File: src/tile_pkg.sv
// tile layer types, register offsets and tile/pixel helper functions
package tile_pkg;

    localparam int LINE_W_DEFAULT = 384;    // visible pixels per line

    // APB register offsets
    localparam logic [7:0] CTRL      = 8'h00;
    localparam logic [7:0] STATUS    = 8'h04;
    localparam logic [7:0] VRAM_BASE = 8'h08;
    localparam logic [7:0] HPOS      = 8'h0C;
    localparam logic [7:0] VPOS      = 8'h10;
    localparam logic [7:0] VRENDER   = 8'h14;
    localparam logic [7:0] BANK0     = 8'h20;
    localparam logic [7:0] BANK1     = 8'h24;
    localparam logic [7:0] BANK2     = 8'h28;
    localparam logic [7:0] BANK3     = 8'h2C;

    typedef enum logic [1:0] {
        TS_8  = 2'd0,
        TS_16 = 2'd1,
        TS_32 = 2'd2
    } tile_size_e;

    typedef struct packed {
        tile_size_e  size;
        logic [15:0] vram_base;     // bits 9:1 pick the map in 256-word units
        logic [10:0] hpos;
        logic [10:0] vpos;
        logic [8:0]  vrender;       // line being drawn
        logic        start;
    } layer_cfg_t;

    typedef struct packed {
        logic       rsvd;
        logic [3:0] offset;         // replaces rom address bits 19:16
        logic [5:0] code_hi;
        logic [5:0] code_lo;
        logic [2:0] layers;         // bit 0 = 8x8, bit 1 = 16x16, bit 2 = 32x32
        logic       en;
    } bank_entry_t;

    typedef bank_entry_t [3:0] bank_table_t;

    typedef struct packed {
        logic [6:0] unused;
        logic [1:0] group;
        logic       vflip;
        logic       hflip;
        logic [4:0] pal;
    } tile_attr_t;

    // first read of a map entry is the code, second one the attributes
    typedef union packed {
        logic [15:0] code;
        tile_attr_t  attr;
    } vram_word_u;

    typedef struct packed {
        logic        cs;
        logic [16:0] addr;
    } vram_req_t;

    typedef struct packed {
        logic        cs;
        logic        half;
        logic [19:0] addr;
    } rom_req_t;

    typedef struct packed {
        logic        wr;
        logic [8:0]  addr;
        logic [10:0] data;          // {group, pal, colour}
    } buf_wr_t;

    ////////////////////
    function automatic logic [5:0] tile_width(tile_size_e size);
        case (size)
            TS_8:    return 6'd8;
            TS_16:   return 6'd16;
            default: return 6'd32;
        endcase
    endfunction

    function automatic logic [2:0] tile_shift(tile_size_e size);
        case (size)
            TS_8:    return 3'd3;
            TS_16:   return 3'd4;
            default: return 3'd5;
        endcase
    endfunction

    function automatic logic [2:0] size_onehot(tile_size_e size);
        case (size)
            TS_8:    return 3'b001;
            TS_16:   return 3'b010;
            default: return 3'b100;
        endcase
    endfunction

    // pixel k of a planar word, one bit taken from each byte
    function automatic logic [3:0] plane_pixel(logic [31:0] w, logic [2:0] k);
        return {w[31 - k], w[23 - k], w[15 - k], w[7 - k]};
    endfunction

endpackage

File: src/tile_bank_map.sv
// graphics ROM bank mapper: priority search of the four-entry bank table
`timescale 1ns/1ns

module tile_bank_map import tile_pkg::*; (
    input  logic        clk,
    input  logic        rst,
    input  bank_table_t banks,
    input  tile_size_e  size,
    input  logic [5:0]  code_hi,
    input  logic        lookup,
    output logic [3:0]  offset,
    output logic [3:0]  mask,
    output logic        unmapped
);

    logic       hit;
    logic [3:0] hit_offset;
    logic [2:0] layer_sel;

    assign layer_sel = size_onehot(size);

    // lowest index wins when entries overlap
    always_comb begin
        hit        = 1'b0;
        hit_offset = 4'd0;
        for (int i = 0; i < 4; i++) begin
            if (!hit && banks[i].en && (banks[i].layers & layer_sel) != 3'd0 &&
                code_hi >= banks[i].code_lo && code_hi <= banks[i].code_hi) begin
                hit        = 1'b1;
                hit_offset = banks[i].offset;
            end
        end
    end

    always_ff @(posedge clk or posedge rst) begin
        if (rst) begin
            offset   <= 4'd0;
            mask     <= 4'hf;
            unmapped <= 1'b0;
        end else if (lookup) begin
            offset   <= hit ? hit_offset : 4'd0;
            mask     <= hit ? 4'h0 : 4'hf;  // no match keeps the raw address
            unmapped <= !hit;
        end
    end

endmodule

File: config.mk
export PLATFORM = sky130hd
export DESIGN_NAME = tile_bank_map
export DESIGN_NICKNAME = d
export VERILOG_FILES = /design/src/tile_pkg.sv /design/src/tile_bank_map.sv
export SDC_FILE = /design/constraint.sdc
export NUM_CORES = 1
export LEC_CHECK = 0
export BUFFER_PORTS_ARGS = -buffer_cell sky130_fd_sc_hd__clkbuf_2
export CAP_MARGIN = 40
export CORE_MARGIN = 3
export CORE_UTILIZATION = 44
export DETAILED_ROUTE_END_ITERATION = 8
export PLACE_DENSITY = 0.83
export SYNTH_ARGS = -nofsm -noshare
export SYNTH_HDL_FRONTEND = slang
export SYNTH_SLANG_ARGS = --single-unit
export TNS_END_PERCENT = 5
File: constraint.sdc
create_clock -name clk -period 0.91 [get_ports clk]
set_input_delay 0.2275 -clock clk [delete_from_list [all_inputs] [get_ports clk]]
set_output_delay 0.2275 -clock clk [all_outputs]
set_load 0.1 [all_outputs]
; Yosys cells after proc, flatten, opt, wreduce, memory -nomap -nowiden
; Cells that the tools add are included.
[totals]
in_bits = 95
reg_bits = 9
output_inout_bits = 9
elab_cells = 51
[classes]
bitwise = 4
n_eq_ne = 1
n_mux = 11
order_cmp = 8
reduce_logical = 24
[op_table]
columns = operator, n
row1 = 6-bit >= comparator, 4
row2 = 6-bit less-or-equal comparator, 4
row3 = 4-bit two-way mux, 6
row4 = 1-bit logical AND, 15
row5 = 3-bit bitwise AND, 4
row6 = 3-bit nonzero test, 4
row7 = 3-bit one-hot mux with 2 select lines, 1
row8 = 1-bit zero test, 4
row9 = 1-bit two-way mux, 4
row10 = "2-bit by 1-bit equality test with 1-bit output, second input constant", 1
row11 = 2-bit zero test, 1

; Longest topological paths before layout
[depth]
ltp_word = 27
mapped_depth = 10
depth_no_buf = 9

; Least setup slack after synthesis
; OpenSTA, ideal clock, no wires.
[synth_path]
path_type = input-to-reg
start = input code_hi[0]
end = register offset[1]
setup_slack_ns = -1.230
cell_stages = 10
n_path_buf = 1
required_ns = 0.841
arrival_time_ns = 2.071
path_cell_list = inv_1 > ha_1 > nand2b_1 > a31oi_1 > o21ai_1 > and4_4 > buf_6 > or4b_4 > nor2_4 > a221o_1
[synth_between]
elab_chain_len = 23
word_cells_on_any_way = 34
classes_between = order compare (8) / mux (9) / reduce/logical (17)
[synth_lines]
columns = item, line_no
row1 = start: declaration, tile_bank_map.sv:9  ; input logic [5:0] code_hi,
row2 = 6-bit >= comparator, tile_bank_map.sv:28  ; code_hi >= banks[i].code_lo && code_hi <= banks[i].code_hi) begin
row3 = 1-bit logical AND, tile_bank_map.sv:27  ; if (!hit && banks[i].en && (banks[i].layers & layer_sel) != 3'd0 &&
row4 = 1-bit logical AND, tile_bank_map.sv:28
row5 = 1-bit two-way mux, tile_bank_map.sv:27
row6 = 1-bit zero test, tile_bank_map.sv:27
row7 = 1-bit logical AND (3 in a row), tile_bank_map.sv:27
row8 = 1-bit logical AND, tile_bank_map.sv:28
row9 = 1-bit two-way mux, tile_bank_map.sv:27
row10 = 1-bit zero test, tile_bank_map.sv:27
row11 = 1-bit logical AND (3 in a row), tile_bank_map.sv:27
row12 = 1-bit logical AND, tile_bank_map.sv:28
row13 = 1-bit two-way mux, tile_bank_map.sv:27
row14 = 1-bit zero test, tile_bank_map.sv:27
row15 = 1-bit logical AND (3 in a row), tile_bank_map.sv:27
row16 = 1-bit logical AND, tile_bank_map.sv:28
row17 = 4-bit two-way mux or 1-bit two-way mux (tied branches), tile_bank_map.sv:27
row18 = 4-bit two-way mux (*), tile_bank_map.sv:41  ; offset <= hit ? hit_offset : 4'd0;
row19 = end signal: assignment, tile_bank_map.sv:41
row20 = end: declaration, tile_bank_map.sv:11  ; output logic [3:0] offset,
; Every way passes the cells marked *; elsewhere a longest branch is shown, timed or not.
; A chain may end at the register's enable or synchronous reset.

; Final worst setup path
; Same ends and word-level chain as after synthesis.

==> report_table.html <==
<table>
<tr><th>Metric</th><th>Value</th></tr>
<tr><th colspan="2">Outcome</th></tr>
<tr><td>Result of the run</td><td>finished, violations left</td></tr>
<tr><td>Failing checks</td><td>setup timing</td></tr>
<tr><th colspan="2">Route</th></tr>
<tr><td>Number of DRC markers in iteration 0</td><td>98</td></tr>
<tr><td>Wire length per cell after detailed routing</td><td>around 15 um</td></tr>
<tr><td>Number of DRC violations after detailed routing</td><td>0</td></tr>
<tr><td>Total number of vias</td><td>1,996</td></tr>
<tr><td>Number of routed nets with antenna violations</td><td>0</td></tr>
<tr><td>Final wirelength</td><td>approximately 5600 um</td></tr>
<tr><td>Via density</td><td>5.280</td></tr>
<tr><td>Initial DRT Pass Iterations</td><td>4</td></tr>
<tr><th colspan="2">Setup path</th></tr>
<tr><td>Flop-to-flop setup slack</td><td>-0.02 ns</td></tr>
<tr><td>Sort of element at the end of the critical path</td><td>register</td></tr>
<tr><td>R2R Path Start</td><td>mask[2]</td></tr>
<tr><td>Highest fanout seen on the critical path</td><td>7</td></tr>
<tr><td>Worst r2r dst</td><td>mask[2]</td></tr>
<tr><td>Critical Path Start Type</td><td>input port</td></tr>
<tr><td>Path type of the worst setup path</td><td>input port to register</td></tr>
<tr><td>Endpoint required time on the critical path</td><td>between 1 and 1.5 ns</td></tr>
<tr><td>Worst endpoint data arrival time</td><td>roughly 2.3 ns</td></tr>
<tr><td>Reg2reg path depth</td><td>2</td></tr>
<tr><th colspan="2">Logic synthesis</th></tr>
<tr><td>Nets in the synthesized netlist</td><td>350</td></tr>
<tr><td>Post-Synthesis Cell Area</td><td>1637 um2</td></tr>
<tr><td>Cells after Synth</td><td>~210</td></tr>
<tr><td>Register bit count reported by yosys</td><td>6</td></tr>
<tr><td>Mean area per synthesized cell</td><td>roughly 8 um2</td></tr>
<tr><td>Count of cell types in the netlist</td><td>36</td></tr>
<tr><td>Number of warnings issued by yosys</td><td>0</td></tr>
<tr><td>Fraction of registers with async set/reset</td><td>100.0%</td></tr>
<tr><td>Post-synth EDFFs</td><td>0</td></tr>
<tr><td>Sequential fraction of the synthesis area</td><td>9.251%</td></tr>
<tr><td>Most common flop cell mapped by yosys</td><td>dfrtp_1</td></tr>
<tr><th colspan="2">Global route</th></tr>
<tr><td>Number of global-route vias before repair</td><td>1,939</td></tr>
<tr><td>Sum of overflow across all layers after global routing</td><td>0</td></tr>
<tr><td>Maximum number of pins on one net before global-route repair</td><td>9</td></tr>
<tr><td>Antenna violations before repair</td><td>0</td></tr>
<tr><td>GRT Util Overall</td><td>about a quarter</td></tr>
<tr><td>Global-route wire length before repair</td><td>~8100 um</td></tr>
<tr><th colspan="2">STA</th></tr>
<tr><td>Setup-violating endpoint count in the final report</td><td>15</td></tr>
<tr><td>Tightest hold margin</td><td>approximately 0.24 ns</td></tr>
<tr><td>F_max</td><td>approximately 470 MHz</td></tr>
<tr><td>Number of hold violations in the final report</td><td>0</td></tr>
<tr><td>Worst Setup Slack, final</td><td>-1.202 ns</td></tr>
<tr><td>Post-route minimum period</td><td>between 2 and 2.5 ns</td></tr>
<tr><td>Worst-case clock skew</td><td>0 ns</td></tr>
<tr><td>RSZ-0062 raised after global routing</td><td>yes</td></tr>
<tr><td>Part of the cycle the worst path needs</td><td>232.1%</td></tr>
<tr><td>Pins Over Slew Limit</td><td>0</td></tr>
<tr><td>Slew margin rel.</td><td>between 80% and 90%</td></tr>
<tr><td>Slew at the pin with the worst max-slew slack</td><td>0.2841 ns</td></tr>
<tr><th colspan="2">Cells and area</th></tr>
<tr><td>N_diodes</td><td>0</td></tr>
<tr><td>Leading cell types in the layout, fill and taps excluded</td><td>clkbuf_2 (87), inv_1 (46), ha_1 (43)</td></tr>
<tr><td>Post-synthesis to final-layout area growth</td><td>61.47%</td></tr>
<tr><td>Number of nets in the layout</td><td>between 400 and 500</td></tr>
<tr><td>Count of fill cells added during filler insertion</td><td>between 200 and 300</td></tr>
<tr><td>Non-filler cells, final</td><td>378</td></tr>
<tr><td>Share of final-layout standard cells stronger than drive strength 1</td><td>around 45%</td></tr>
<tr><td>Commonest non-fill, non-tap cell in the layout</td><td>clkbuf_2</td></tr>
<tr><th colspan="2">Clock network</th></tr>
<tr><td>Number of H-tree branching levels</td><td>1</td></tr>
<tr><td>Clk Latency, worst-skew pair</td><td>about 0.22 ns</td></tr>
<tr><td>Root buf cell</td><td>clkbuf_8</td></tr>
<tr><td>Clock Path Buffers</td><td>2</td></tr>
<tr><td>TritonCTS clock tree</td><td>done</td></tr>
<tr><td>Clock input transition at the sequential cells of the worst setup and hold paths</td><td>0.04 ns</td></tr>
<tr><td>CTS sink cnt</td><td>6</td></tr>
<tr><td>Clock buffers created by TritonCTS</td><td>3</td></tr>
<tr><th colspan="2">Die</th></tr>
<tr><td>Area enclosed by the die boundary</td><td>about 4500 um2</td></tr>
<tr><td>Die boundary height</td><td>around 67 um</td></tr>
<tr><td>Die width</td><td>around 67 um</td></tr>
<tr><td>Core Region</td><td>between 3000 and 4000 um2</td></tr>
<tr><td>Number of top-level design ports</td><td>104</td></tr>
<tr><td>Effective utilization at floorplan</td><td>a little under half</td></tr>
<tr><td>Number of placement rows</td><td>21</td></tr>
<tr><th colspan="2">Place</th></tr>
<tr><td>Last weighted congestion value of the routability-driven placer</td><td>slightly below 0.9</td></tr>
<tr><td>Total half-perimeter wirelength after legalization and detailed placement</td><td>roughly 4400 um</td></tr>
<tr><td>Placed cells</td><td>around 370</td></tr>
<tr><td>Number of port buffers</td><td>between 90 and 100</td></tr>
<tr><th colspan="2">Power</th></tr>
<tr><td>Largest vdd supply drop</td><td>a little under 400 uV</td></tr>
<tr><td>Power per standard cell area</td><td>roughly 920 nW/um2</td></tr>
<tr><td>Leak pwr</td><td>1.546 nW</td></tr>
<tr><th colspan="2">Min path</th></tr>
<tr><td>Cells on Worst Hold Path</td><td>2</td></tr>
<tr><td>Launch instance of the worst min-delay path</td><td>banks[79]</td></tr>
<tr><td>HP Class</td><td>input port to register</td></tr>
<tr><td>End point of the most critical hold path</td><td>offset[0]</td></tr>
<tr><th colspan="2">Flow run</th></tr>
<tr><td>Number of max-capacitance violations reported</td><td>0</td></tr>
</table>
layout make-up:
class	instances	area, um2	share of cell area, %
Clock buffer	4	45.04	1.705
Multi-Input combinational cell	149	1354	51.23
Tap cell	46	57.56	2.178
Timing Repair Buffer	126	854.6	32.34
Inverter	47	180.2	6.818
Sequential cell	6	151.4	5.729
logic make-up (layout without fill, tap and decap cells):
logic type	Yosys count	in the layout	share of synthesized area, %
DFF	6	6	9.251
and+or+nand+nor	41	41	15.98
muxes	4	4	2.447
buffers and inverters	52	177	13.53
adders and majority gates	48	48	36.70
AOI/OAI and AO/OA	56	56	22.10
worst max-delay path, cell delays in order:
cell and delay [ns]:
buf_6 0.08, clkinvlp_4 0.21, buf_6 0.20, ha_4 0.14, nand2b_4 0.13, a21oi_2 0.15, o32ai_2 0.12, nand4_1 0.13
buf_6 0.11, or4b_4 0.47, nor2_4 0.14, a221o_1 0.16
how the worst max path moves through the flow:
stage                    start   endpoint  depth (start not counted)
floorplan           code_hi[0]  offset[1]                         10
global placement    code_hi[0]  offset[3]                         12
detailed placement  code_hi[0]  offset[3]                         12
CTS                 code_hi[0]  offset[1]                         11
global route        code_hi[0]  offset[1]                         12
finish              code_hi[0]  offset[1]                         12
per-layer routing:
metal  vias up  part of all wire, %  wire [um]  global-route usage [%]
met5         -                    0          0                       0
met4         0                  2.4        132                   7.595
met3        16                  7.7        430                   2.530
met2       102                   51       2865                   45.54
met1       895                   39       2153                   25.50
li1        983                    -          -                       -
synthesized netlist by cell type (3+ instances only):
master    count  area [um2]
o21ai_0      14       70.07
o21ai_1       5       25.02
nand2_1      11       41.29
a21oi_1       7       35.03
nand3_1       4       20.02
a21o_1        7       52.55
a221o_1       4       40.04
a211oi_1      4       30.03
nand4_1       4       25.02
mux2i_1       4       40.04
nand3b_1      4       30.03
buf_4         3       22.52
nand2b_1      7       43.79
dfrtp_1       5       125.1
a31oi_1       6       37.54
ha_1         48       600.6
inv_1        47       176.4
sequential cells by signal, summed over array words and instances, names as in the netlist:
name      count
unmapped      1
mask          1
offset        4
power by group:
group	leakage, nW	internal, mW	total, mW	switching (mW)
sequential	0.0758	0.308	0.362	0.0539
clock	0.0228	0.302	0.428	0.126
combinational	1.45	0.735	1.64	0.902
total	1.55	1.35	2.43	1.08
through the flow:
step / worst slack [ns] / utilization, % / cell area [um2] / TNS [ns] / power, mW
after floorplan: -1.165 / - / 1640 / -9.903 / 1.240
after global placement: -1.325 / 70.60 / 2449 / -8.588 / 1.846
after detailed placement: -1.377 / 70.60 / 2449 / -8.940 / 1.890
after CTS: -1.139 / 74.39 / 2580 / -8.963 / 2.366
after global routing: -1.270 / 76.19 / 2643 / -9.887 / 2.563
final: -1.202 / 76.19 / 2643 / -9.368 / 2.427
repair_timing:
item | CTS | global route
setup buffers | 3 | 1
endpoints found under the hold margin | 5 | 0
setup endpoints to repair | 15 | 15
gates cloned | 0 | 0
pin swaps | 6 | 6
resized for setup | 11 | 12
hold buffers | 1 | 0
No activity file was read; power rests on OpenSTA's default activity.
