## config.mk

```make
export PLATFORM = sky130hd
export DESIGN_NAME = tile_regs
export DESIGN_NICKNAME = d
export VERILOG_FILES = /design/src/tile_pkg.sv /design/src/tile_regs.sv
export SDC_FILE = /design/constraint.sdc
export NUM_CORES = 1
export LEC_CHECK = 0
export BUFFER_PORTS_ARGS = -buffer_cell sky130_fd_sc_hd__buf_2
export CAP_MARGIN = 20
export CORE_MARGIN = 2
export CORE_UTILIZATION = 45
export CTS_CLUSTER_DIAMETER = 200
export DETAILED_ROUTE_END_ITERATION = 6
export PLACE_DENSITY = 0.72
export SKIP_CTS_REPAIR_TIMING = 1
export SLEW_MARGIN = 20
export SYNTH_ARGS = -nofsm -noshare
export SYNTH_HDL_FRONTEND = slang
export SYNTH_SLANG_ARGS = --single-unit
```

## constraint.sdc

```tcl
create_clock -name clk -period 10.7 [get_ports clk]
set_input_delay 1.07 -clock clk [delete_from_list [all_inputs] [get_ports clk]]
set_output_delay 1.07 -clock clk [all_outputs]
set_load 0.1 [all_outputs]
```

## src/tile_pkg.sv

```systemverilog
// tile layer types, register offsets and tile/pixel helper functions
package tile_pkg;

    localparam int LINE_W_DEFAULT = 384;    // visible pixels per line

    // APB register offsets
    localparam logic [7:0] CTRL      = 8'h00;
    localparam logic [7:0] STATUS    = 8'h04;
    localparam logic [7:0] VRAM_BASE = 8'h08;
    localparam logic [7:0] HPOS      = 8'h0C;
    localparam logic [7:0] VPOS      = 8'h10;
    localparam logic [7:0] VRENDER   = 8'h14;
    localparam logic [7:0] BANK0     = 8'h20;
    localparam logic [7:0] BANK1     = 8'h24;
    localparam logic [7:0] BANK2     = 8'h28;
    localparam logic [7:0] BANK3     = 8'h2C;

    typedef enum logic [1:0] {
        TS_8  = 2'd0,
        TS_16 = 2'd1,
        TS_32 = 2'd2
    } tile_size_e;

    typedef struct packed {
        tile_size_e  size;
        logic [15:0] vram_base;     // bits 9:1 pick the map in 256-word units
        logic [10:0] hpos;
        logic [10:0] vpos;
        logic [8:0]  vrender;       // line being drawn
        logic        start;
    } layer_cfg_t;

    typedef struct packed {
        logic       rsvd;
        logic [3:0] offset;         // replaces rom address bits 19:16
        logic [5:0] code_hi;
        logic [5:0] code_lo;
        logic [2:0] layers;         // bit 0 = 8x8, bit 1 = 16x16, bit 2 = 32x32
        logic       en;
    } bank_entry_t;

    typedef bank_entry_t [3:0] bank_table_t;

    typedef struct packed {
        logic [6:0] unused;
        logic [1:0] group;
        logic       vflip;
        logic       hflip;
        logic [4:0] pal;
    } tile_attr_t;

    // first read of a map entry is the code, second one the attributes
    typedef union packed {
        logic [15:0] code;
        tile_attr_t  attr;
    } vram_word_u;

    typedef struct packed {
        logic        cs;
        logic [16:0] addr;
    } vram_req_t;

    typedef struct packed {
        logic        cs;
        logic        half;
        logic [19:0] addr;
    } rom_req_t;

    typedef struct packed {
        logic        wr;
        logic [8:0]  addr;
        logic [10:0] data;          // {group, pal, colour}
    } buf_wr_t;

    ////////////////////
    function automatic logic [5:0] tile_width(tile_size_e size);
        case (size)
            TS_8:    return 6'd8;
            TS_16:   return 6'd16;
            default: return 6'd32;
        endcase
    endfunction

    function automatic logic [2:0] tile_shift(tile_size_e size);
        case (size)
            TS_8:    return 3'd3;
            TS_16:   return 3'd4;
            default: return 3'd5;
        endcase
    endfunction

    function automatic logic [2:0] size_onehot(tile_size_e size);
        case (size)
            TS_8:    return 3'b001;
            TS_16:   return 3'b010;
            default: return 3'b100;
        endcase
    endfunction

    // pixel k of a planar word, one bit taken from each byte
    function automatic logic [3:0] plane_pixel(logic [31:0] w, logic [2:0] k);
        return {w[31 - k], w[23 - k], w[15 - k], w[7 - k]};
    endfunction

endpackage

```

## src/tile_regs.sv

```systemverilog
// APB register block: layer configuration, bank table, start pulse and status
`timescale 1ns/1ns

module tile_regs import tile_pkg::*; (
    input  logic        clk,
    input  logic        rst,
    input  logic [7:0]  paddr,
    input  logic        psel,
    input  logic        penable,
    input  logic        pwrite,
    input  logic [31:0] pwdata,
    input  logic        busy,
    input  logic        done,
    output logic [31:0] prdata,
    output logic        pready,
    output logic        pslverr,
    output layer_cfg_t  cfg,
    output bank_table_t banks
);

    logic        hit;       // offset is decoded
    logic [31:0] rd_val;
    logic        wr_en;

    assign wr_en   = psel && penable && pwrite;
    assign pready  = 1'b1;                      // no wait states
    assign pslverr = psel && penable && !hit;

    ////////////////////
    // read mux
    always_comb begin
        hit    = 1'b1;
        rd_val = '0;
        case (paddr)
            CTRL:      rd_val = {29'd0, cfg.size, 1'b0};  // start always reads back 0
            STATUS:    rd_val = {30'd0, done, busy};
            VRAM_BASE: rd_val = {16'd0, cfg.vram_base};
            HPOS:      rd_val = {21'd0, cfg.hpos};
            VPOS:      rd_val = {21'd0, cfg.vpos};
            VRENDER:   rd_val = {23'd0, cfg.vrender};
            BANK0, BANK1, BANK2, BANK3:
                rd_val = {11'd0, banks[paddr[3:2]]};
            default:   hit = 1'b0;
        endcase
    end

    // sampled in the setup phase, so it is ready during the access phase
    always_ff @(posedge clk) begin
        if (psel && !penable) begin
            prdata <= rd_val;
        end
    end

    ////////////////////
    // write side
    always_ff @(posedge clk or posedge rst) begin
        if (rst) begin
            cfg   <= '0;
            banks <= '0;
        end else begin
            cfg.start <= 1'b0;                  // one cycle only
            if (wr_en) begin
                case (paddr)
                    CTRL: begin
                        cfg.start <= pwdata[0];
                        cfg.size  <= tile_size_e'(pwdata[2:1]);
                    end
                    VRAM_BASE: cfg.vram_base <= pwdata[15:0];
                    HPOS:      cfg.hpos      <= pwdata[10:0];
                    VPOS:      cfg.vpos      <= pwdata[10:0];
                    VRENDER:   cfg.vrender   <= pwdata[8:0];
                    BANK0, BANK1, BANK2, BANK3:
                        banks[paddr[3:2]] <= pwdata[20:0];
                    default: ;                  // STATUS is read only
                endcase
            end
        end
    end

endmodule
```

; Yosys cells after proc, flatten, opt, wreduce, memory -nomap -nowiden
; Cells that the tools add are included.
[classes]
n_reduce_logical = 16
mux = 9
eq_ne = 9
magnitude_cmp = 2
[ops]
columns = op, count
row1 = 21-bit one-hot mux with 7 select lines, 1
row2 = 84-bit bitwise mux, 1
row3 = 21-bit binary-select mux with 2-bit select, 1
row4 = 21-bit demux with 2-bit select, 1
row5 = 21-bit 2-to-1 mux, 2
row6 = 8-bit by 6-bit equality test with 1-bit output (second input constant), 4
row7 = 8-bit by 4-bit equality test with 1-bit output (second input constant), 2
row8 = 8-bit by 5-bit equality test with 1-bit output (second input constant), 2
row9 = 2-bit AND reduction, 6
row10 = 10-bit OR reduction, 1
row11 = 8-bit by 3-bit equality test with 1-bit output (second input constant), 1
row12 = 8-bit zero test, 1
row13 = 1-bit logical AND, 5
row14 = 4-bit OR reduction, 1
row15 = 2-bit by 3-bit less-than comparator with 1-bit output (second input constant), 1
row16 = 1-bit 2-to-1 mux, 3
row17 = 2-bit by 1-bit >= comparator with 1-bit output (second input constant), 1
row18 = 1-bit zero test, 2
[word_totals]
register_bits = 166
elab_cells = 67
output_inout_bits = 168

; Logic depth before layout (Yosys ltp)
; Gate-level depths: netlist (run 1).
[logic_depth]
ltp_word = 5
mapped_depth = 7

; Worst setup path after synthesis (run 1)
; No wires, ideal clock.
[synth_timing]
kind = input to output
from = input port paddr[3]
to = output port pslverr
t_arrival_ns = 3.599
required_time_ns = 9.630
stages = 5
path_slack_ns = 6.031
path_buffers = 3
path_cell_list = buf_2 clkbuf_1 clkbuf_1 o21ai_0 a21oi_1
[synth_via]
elab_chain_cells = 5
[synth_rtl]
columns = element, line_no
row1 = from (decl), tile_regs.sv:7  ; input logic [7:0] paddr,
row2 = "8-bit by 5-bit equality test with 1-bit output, or another cell as far along", tile_regs.sv:34  ; case (paddr)
row3 = 10-bit OR reduction (no line) *, --
row4 = 1-bit 2-to-1 mux *, tile_regs.sv:34
row5 = 1-bit zero test *, tile_regs.sv:27  ; assign pslverr = psel && penable && !hit;
row6 = 1-bit logical AND *, tile_regs.sv:27
row7 = to (decl), tile_regs.sv:16  ; output logic pslverr,
; Mark *: on every way between the ends. The rest lies on a longest branch, timed or not.

; Worst setup path in the final report (run 1)
[layout_timing]
from = input port paddr[5]
to = register banks[66] in the netlist's numbering
[layout_via]
elab_chain_cells = 3
[layout_rtl]
columns = element, line_no
row1 = 8-bit by 6-bit equality test with 1-bit output, tile_regs.sv:63  ; case (paddr)
row2 = 4-bit OR reduction *, tile_regs.sv:63
row3 = 2-bit AND reduction (no line) *, --
row4 = "to (signal, indexed assignment)", tile_regs.sv:73  ; banks[paddr[3:2]] <= pwdata[20:0];
row5 = to (decl), tile_regs.sv:18  ; output bank_table_t banks
; Marked as above.
; A chain may end at the register's enable or synchronous reset.

==> results of run 1 <==
==> per-layer routing <==
metal / GRT usage, % / up-vias / part of all wire [%]
met1: 31.3 / 2448 / 42
met4: 8.63 / 0 / 1.8
met3: 5.11 / 30 / 7.2
met5: 0 / - / 0
met2: 37.7 / 197 / 49
li1: - / 2092 / -
==> sequential cells by signal, summed over array words and instances (netlist names) <==
signal,cells
prdata,21
cfg,50
banks,84
==> logic make-up after synthesis <==
group,share of synthesized area [%]
AOI/OAI and AO/OA,2.66
DFF,56.8
muxes,30.4
buffers and inverters,3.39
other,0.107
and+or+nand+nor,6.59
==> cells in the mapped netlist, types with 6 or more instances <==
library cell / count
and3_1: 12
buf_2: 16
buf_4: 13
clkbuf_1: 7
dfrtp_1: 134
edfxtp_1: 21
mux2_1: 125
mux2_4: 9
mux2i_1: 14
mux4_2: 19
nand2_1: 25
nand3_1: 6
nor2b_1: 6
==> power by group through the flow <==
stage / logic, mW / registers (mW) / clock network, mW
after floorplan: 0.0559 / 0.697 / 0
after global placement: 0.160 / 0.624 / 0
after detailed placement: 0.162 / 0.625 / 0
after CTS: 0.163 / 0.614 / 0.618
after global routing: 0.169 / 0.615 / 0.642
final: 0.161 / 0.614 / 0.609
==> area by class of cell <==
type	instances	area [um2]
sequential	155	3980
timing repair buffer	201	1030
fill	1272	6510
tap	188	235
clock inverter	5	78.8
inverter	1	8.76
clock buffer	27	526
multi-input combinational	276	2840
==> worst min path at each step <==
stage,startpoint,end,slack [ns],cells after the start
3_3_place_gp,cfg[21],cfg[21],0.48,1
6_report,banks[47],banks[47],0.50,1
2_1_floorplan,cfg[44],prdata[12],1.09,2
4_1_cts,banks[47],banks[47],0.50,1
3_5_place_dp,banks[47],banks[47],0.49,1
5_1_grt,banks[62],banks[62],0.51,1
==> metrics by stage <==
step	hold WS (ns)	util, %	total power [mW]	instances	setup slack, ns
floorplan	1.09	-	0.753	471	6.03
global placement	0.484	53.2	0.784	820	6.02
detailed placement	0.487	53.2	0.787	821	6.03
CTS	0.499	57.2	1.39	853	6.45
global route	0.515	57.2	1.43	853	6.27
finish	0.497	57.2	1.38	853	6.45
==> out/results.ini, run 1 <==
[status]
status=complete, no violations

[synthesis]
synthArstFlopShare_pct=86.5
post_synth.cell_area_avg_um2=15.2
ys_ff_latch=155
syn_inst=461
syn_area_mm2=0.00701
ys_seq_area_share_pct=56.8
synth_top_area_share_pct=47.8
synth_edf_count=21
yosys_most_used_dff=dfrtp_1
synthTopCellsByArea=dfrtp_1 48%, mux2_1 20%, edfxtp_1 9.0%
synth.distinct_cells=52
ys_warn_count=0
synth_top_area_cell=dfrtp_1

[route]
drtPass1Iterations=4
drc=0
totalWireLength_mm=18.7
drt-vias-per-instance=5.59
wire_per_inst_um=22.0
drtIter0Drc=373
dr_total_vias=4767
ant_nets=0

[clock_network]
clkTransAtPathRegs_ns=0.06
worstSkewPairLatency_ns=0.41
cts_buffer_depth=2
htree_levels=4
cts_root_buffer=clkbuf_16
clkSinkCount=155
cts_buffers=17
cts_tree=done

[pwr]
p_comb_share_pct=11.7
seqPwrFrac_pct=44.4
p_sw_mw=0.367
clockPowerShare_pct=44.0
power.leakage_nw=4.84
power.density_mw_per_mm2=159
p_sw_share_pct=26.5
intPower_mw=1.02
ir_worst_vdd_mv=0.103

[timing]
finalClockSkew_ns=0.00453
rsz0062_at_grt=false
setup_viol=0
fin_setup_tns_ns=0
final_max_slew_viol_count=0
min_period_ns=4.25
final.period_utilization_pct=39.7
worstMarginPinSlew_ns=1.09
hold_violations=0
fmax_mhz=235
slew_headroom_pct=27.3

[placed_design]
placed_cell_area_mm2=0.00809
gp_congestion=0.798
io_buffers=191
hpwl_mm=12.9

[critical_path]
crit_path_end_kind=register
cp.depth=6
max_stage_delay_ns=0.88
path_cells=buf_2 > nor2b_1 > and2_1 > nand4_1 > buf_4 > mux2_1
r2r_end=prdata[0]
regToRegStartpoint=banks[63]
critPathLaunch=paddr[5]
rrSetupSlack_ns=9.09
crit_fanout=16
reg2reg_depth=3
critPathArrivalTime_ns=4.53
critical_path.top_delay_family=simple AND/OR/NAND/NOR gates
start_kind=input port
cp_num_buf_inv=2
crit_end=banks[66]
slowest_stage=nand4_1
worstPathRequired_ns=10.99
critical_path_class=in2reg

[die]
core_area_mm2=0.0152
fp.dieW_um=129
row_count=45
die_h_um=129
io_pins=215
start_util_pct=46.1
dieArea_mm2=0.0166

[final_layout]
nNetsFinal=699
diodes=0
syn_to_final_growth_pct=24.0
layout-drive-gt1-share_pct=40.0
layout_common_cells=191 x buf_2, 134 x dfrtp_1, 125 x mux2_1, 25 x nand2_1, 21 x edfxtp_1
stdcell_area_mm2=0.00869
final_common_cell=buf_2

[flow_run]
cap_violations=0

[global_routing]
antenna_found_initial=0
grt_pass1_wl_mm=28.7
overflow=0
track_usage_pct=23.3
grt_pass1_vias=4892
grt_max_degree=70

[hold_path]
worstHoldPathType=reg2reg

No activity file was read; power rests on OpenSTA's default activity.
==> inputs of run 2 (changes only) <==
==> constraint.sdc (replaced) <==
create_clock -name clk -period 4.1 [get_ports clk]
set_input_delay 0.41 -clock clk [delete_from_list [all_inputs] [get_ports clk]]
set_output_delay 0.41 -clock clk [all_outputs]
set_load 0.1 [all_outputs]
==> run 2 against run 1 <==
  * Highest routed layer unchanged
  * Global-route usage grew 0.082 points
  * Combinational power rose to 2.6 times the previous value
  * Hold slack worse by 0.29 ns
  * Sequential cell count unchanged
  * Core utilization is 0.42 points higher
  * Die area unchanged
  * Critical endpoint is now pslverr
  * Register-to-register slack got worse by 6.7 ns
  * Worst setup slack got worse by 4.9 ns
  * Critical path depth is 2 lower
  * Count of clock-buffer cells in the layout is 5 lower
==> out/results.ini, run 2 (same netlist as run 1, synthesis figures left out) <==
[clock_network]
htree_levels=4
clkSinkCount=155
cts_buffers=17
cts_tree=done
worstSkewPairLatency_ns=0.42
cts_buffer_depth=2
cts_root_buffer=clkbuf_16
clkTransAtPathRegs_ns=0.06

[critical_path]
cp_num_buf_inv=2
path_cells=buf_2 > o21ai_0 > a21oi_1 > buf_2
slowest_stage=buf_2
max_stage_delay_ns=0.80
start_kind=input port
path_common_cell=buf_2
critical_path.top_delay_family=buffers and inverters
critPathArrivalTime_ns=2.18
crit_path_end_kind=primary output
worstPathRequired_ns=3.69
critical_path_class=in2out
crit_fanout=39

[timing]
slew_headroom_pct=28.1
worstMarginPinSlew_ns=1.08
finalClockSkew_ns=0.00868
final_max_slew_viol_count=0
rsz0062_at_grt=false
final.period_utilization_pct=63.1
hold_violations=0
setup_viol=0
fin_setup_tns_ns=0
fmax_mhz=386
min_period_ns=2.59

[final_layout]
fin_util_pct=57.6
seqCellArea_mm2=0.00398
stdcell_area_mm2=0.00876
largest_reg_flops=84
fillers=1263
final_common_cell=buf_2
diodes=0
reg_top3=banks x84, cfg x50, prdata x21
layout_common_cells=191 x buf_2, 134 x dfrtp_1, 125 x mux2_1, 25 x nand2_1, 21 x edfxtp_1
layout-drive-gt1-share_pct=40.9
syn_to_final_growth_pct=24.9
multi_input_area_mm2=0.00284
nNetsFinal=701
regMostFlops=banks

[status]
status=complete, no violations

[route]
dr_total_vias=4759
wire_per_inst_um=22.2
drt-vias-per-instance=5.57
drc=0
totalWireLength_mm=19.0
drtPass1Iterations=4
drtIter0Drc=272
ant_nets=0

[pwr]
power.leakage_nw=4.87
power.density_mw_per_mm2=424
ir_worst_vdd_mv=0.222
total_power_mw=3.71

[die]
row_count=45
io_pins=215
die_h_um=129
start_util_pct=46.1
dieArea_mm2=0.0166
fp.dieW_um=129
core_area_mm2=0.0152

[flow_run]
cap_violations=0

[global_routing]
grt_pass1_vias=4861
grt_pass1_wl_mm=28.8
grt_max_degree=103
overflow=0
antenna_found_initial=0
track_usage_pct=23.4

[placed_design]
hpwl_mm=13.0
io_buffers=191
placed_cell_area_mm2=0.00812
gp_congestion=0.807

[hold_path]
worstHoldPathType=in2async

## run 2: cell count changes in the layout (fill, tap and decap cells not counted), sizes merged
cell      previous run  this run
buf                201       203
bufinv               2         4
clkbuf              27        22
clkinvlp             0         2
inv                  1         2
## run 2: area by class of cell
class                   count  share of cell area [%]
clock buffers              22                    5.41
well taps                 188                    2.69
flip-flops and latches    155                    45.5
inverters                   1                   0.100
clock inverters            10                    1.86
multi-input cells         276                    32.4
repair buffers            203                    12.1
## run 2: metal layers
| metal | GRT usage, % | vias to the layer above | wire length (um) |
|---|---|---|---|
| met5 | 0 | - | 0 |
| met4 | 8.44 | 0 | 337 |
| met3 | 4.86 | 28 | 1080 |
| met2 | 37.7 | 190 | 9510 |
| met1 | 31.8 | 2448 | 8050 |
| li1 | - | 2093 | - |
## run 2: worst paths after layout
check                      slack, ns         to  depth (start not counted)  startpoint
setup / recovery                1.51    pslverr                          4    paddr[3]
hold / removal                  0.21  banks[56]                          2         rst
setup reg to reg                2.44  prdata[4]                          4   banks[67]
hold reg to reg                 0.51    cfg[34]                          1     cfg[34]
max in group asynchronous       2.88    cfg[39]                          3         rst
min in group clk                0.25  banks[83]                          2  pwdata[20]
## run 2: worst reg2reg max path, delay by kind of cell, from the launching register on
| kind | cells | cell delay (ns) |
|---|---|---|
| simple gates | 2 | 0.28 |
| flops | 1 | 0.41 |
| compound gates | 1 | 0.22 |
| mux | 1 | 0.49 |
## run 2: power by group
part           internal (mW)  total, mW  leakage (nW)  switching, mW
clock                   1.07       1.69         0.307          0.618
combinational         0.0679      0.424          2.49          0.356
sequential              1.58       1.60          2.07         0.0171
## run 2: stage by stage
stage	setup WS [ns]	hold slack (ns)	instances
after CTS	1.49	0.233	855
after floorplan	0.107	0.542	471
after global placement	1.20	0.485	823
after detailed placement	1.11	0.493	823
after global routing	1.41	0.245	855
final	1.51	0.205	855
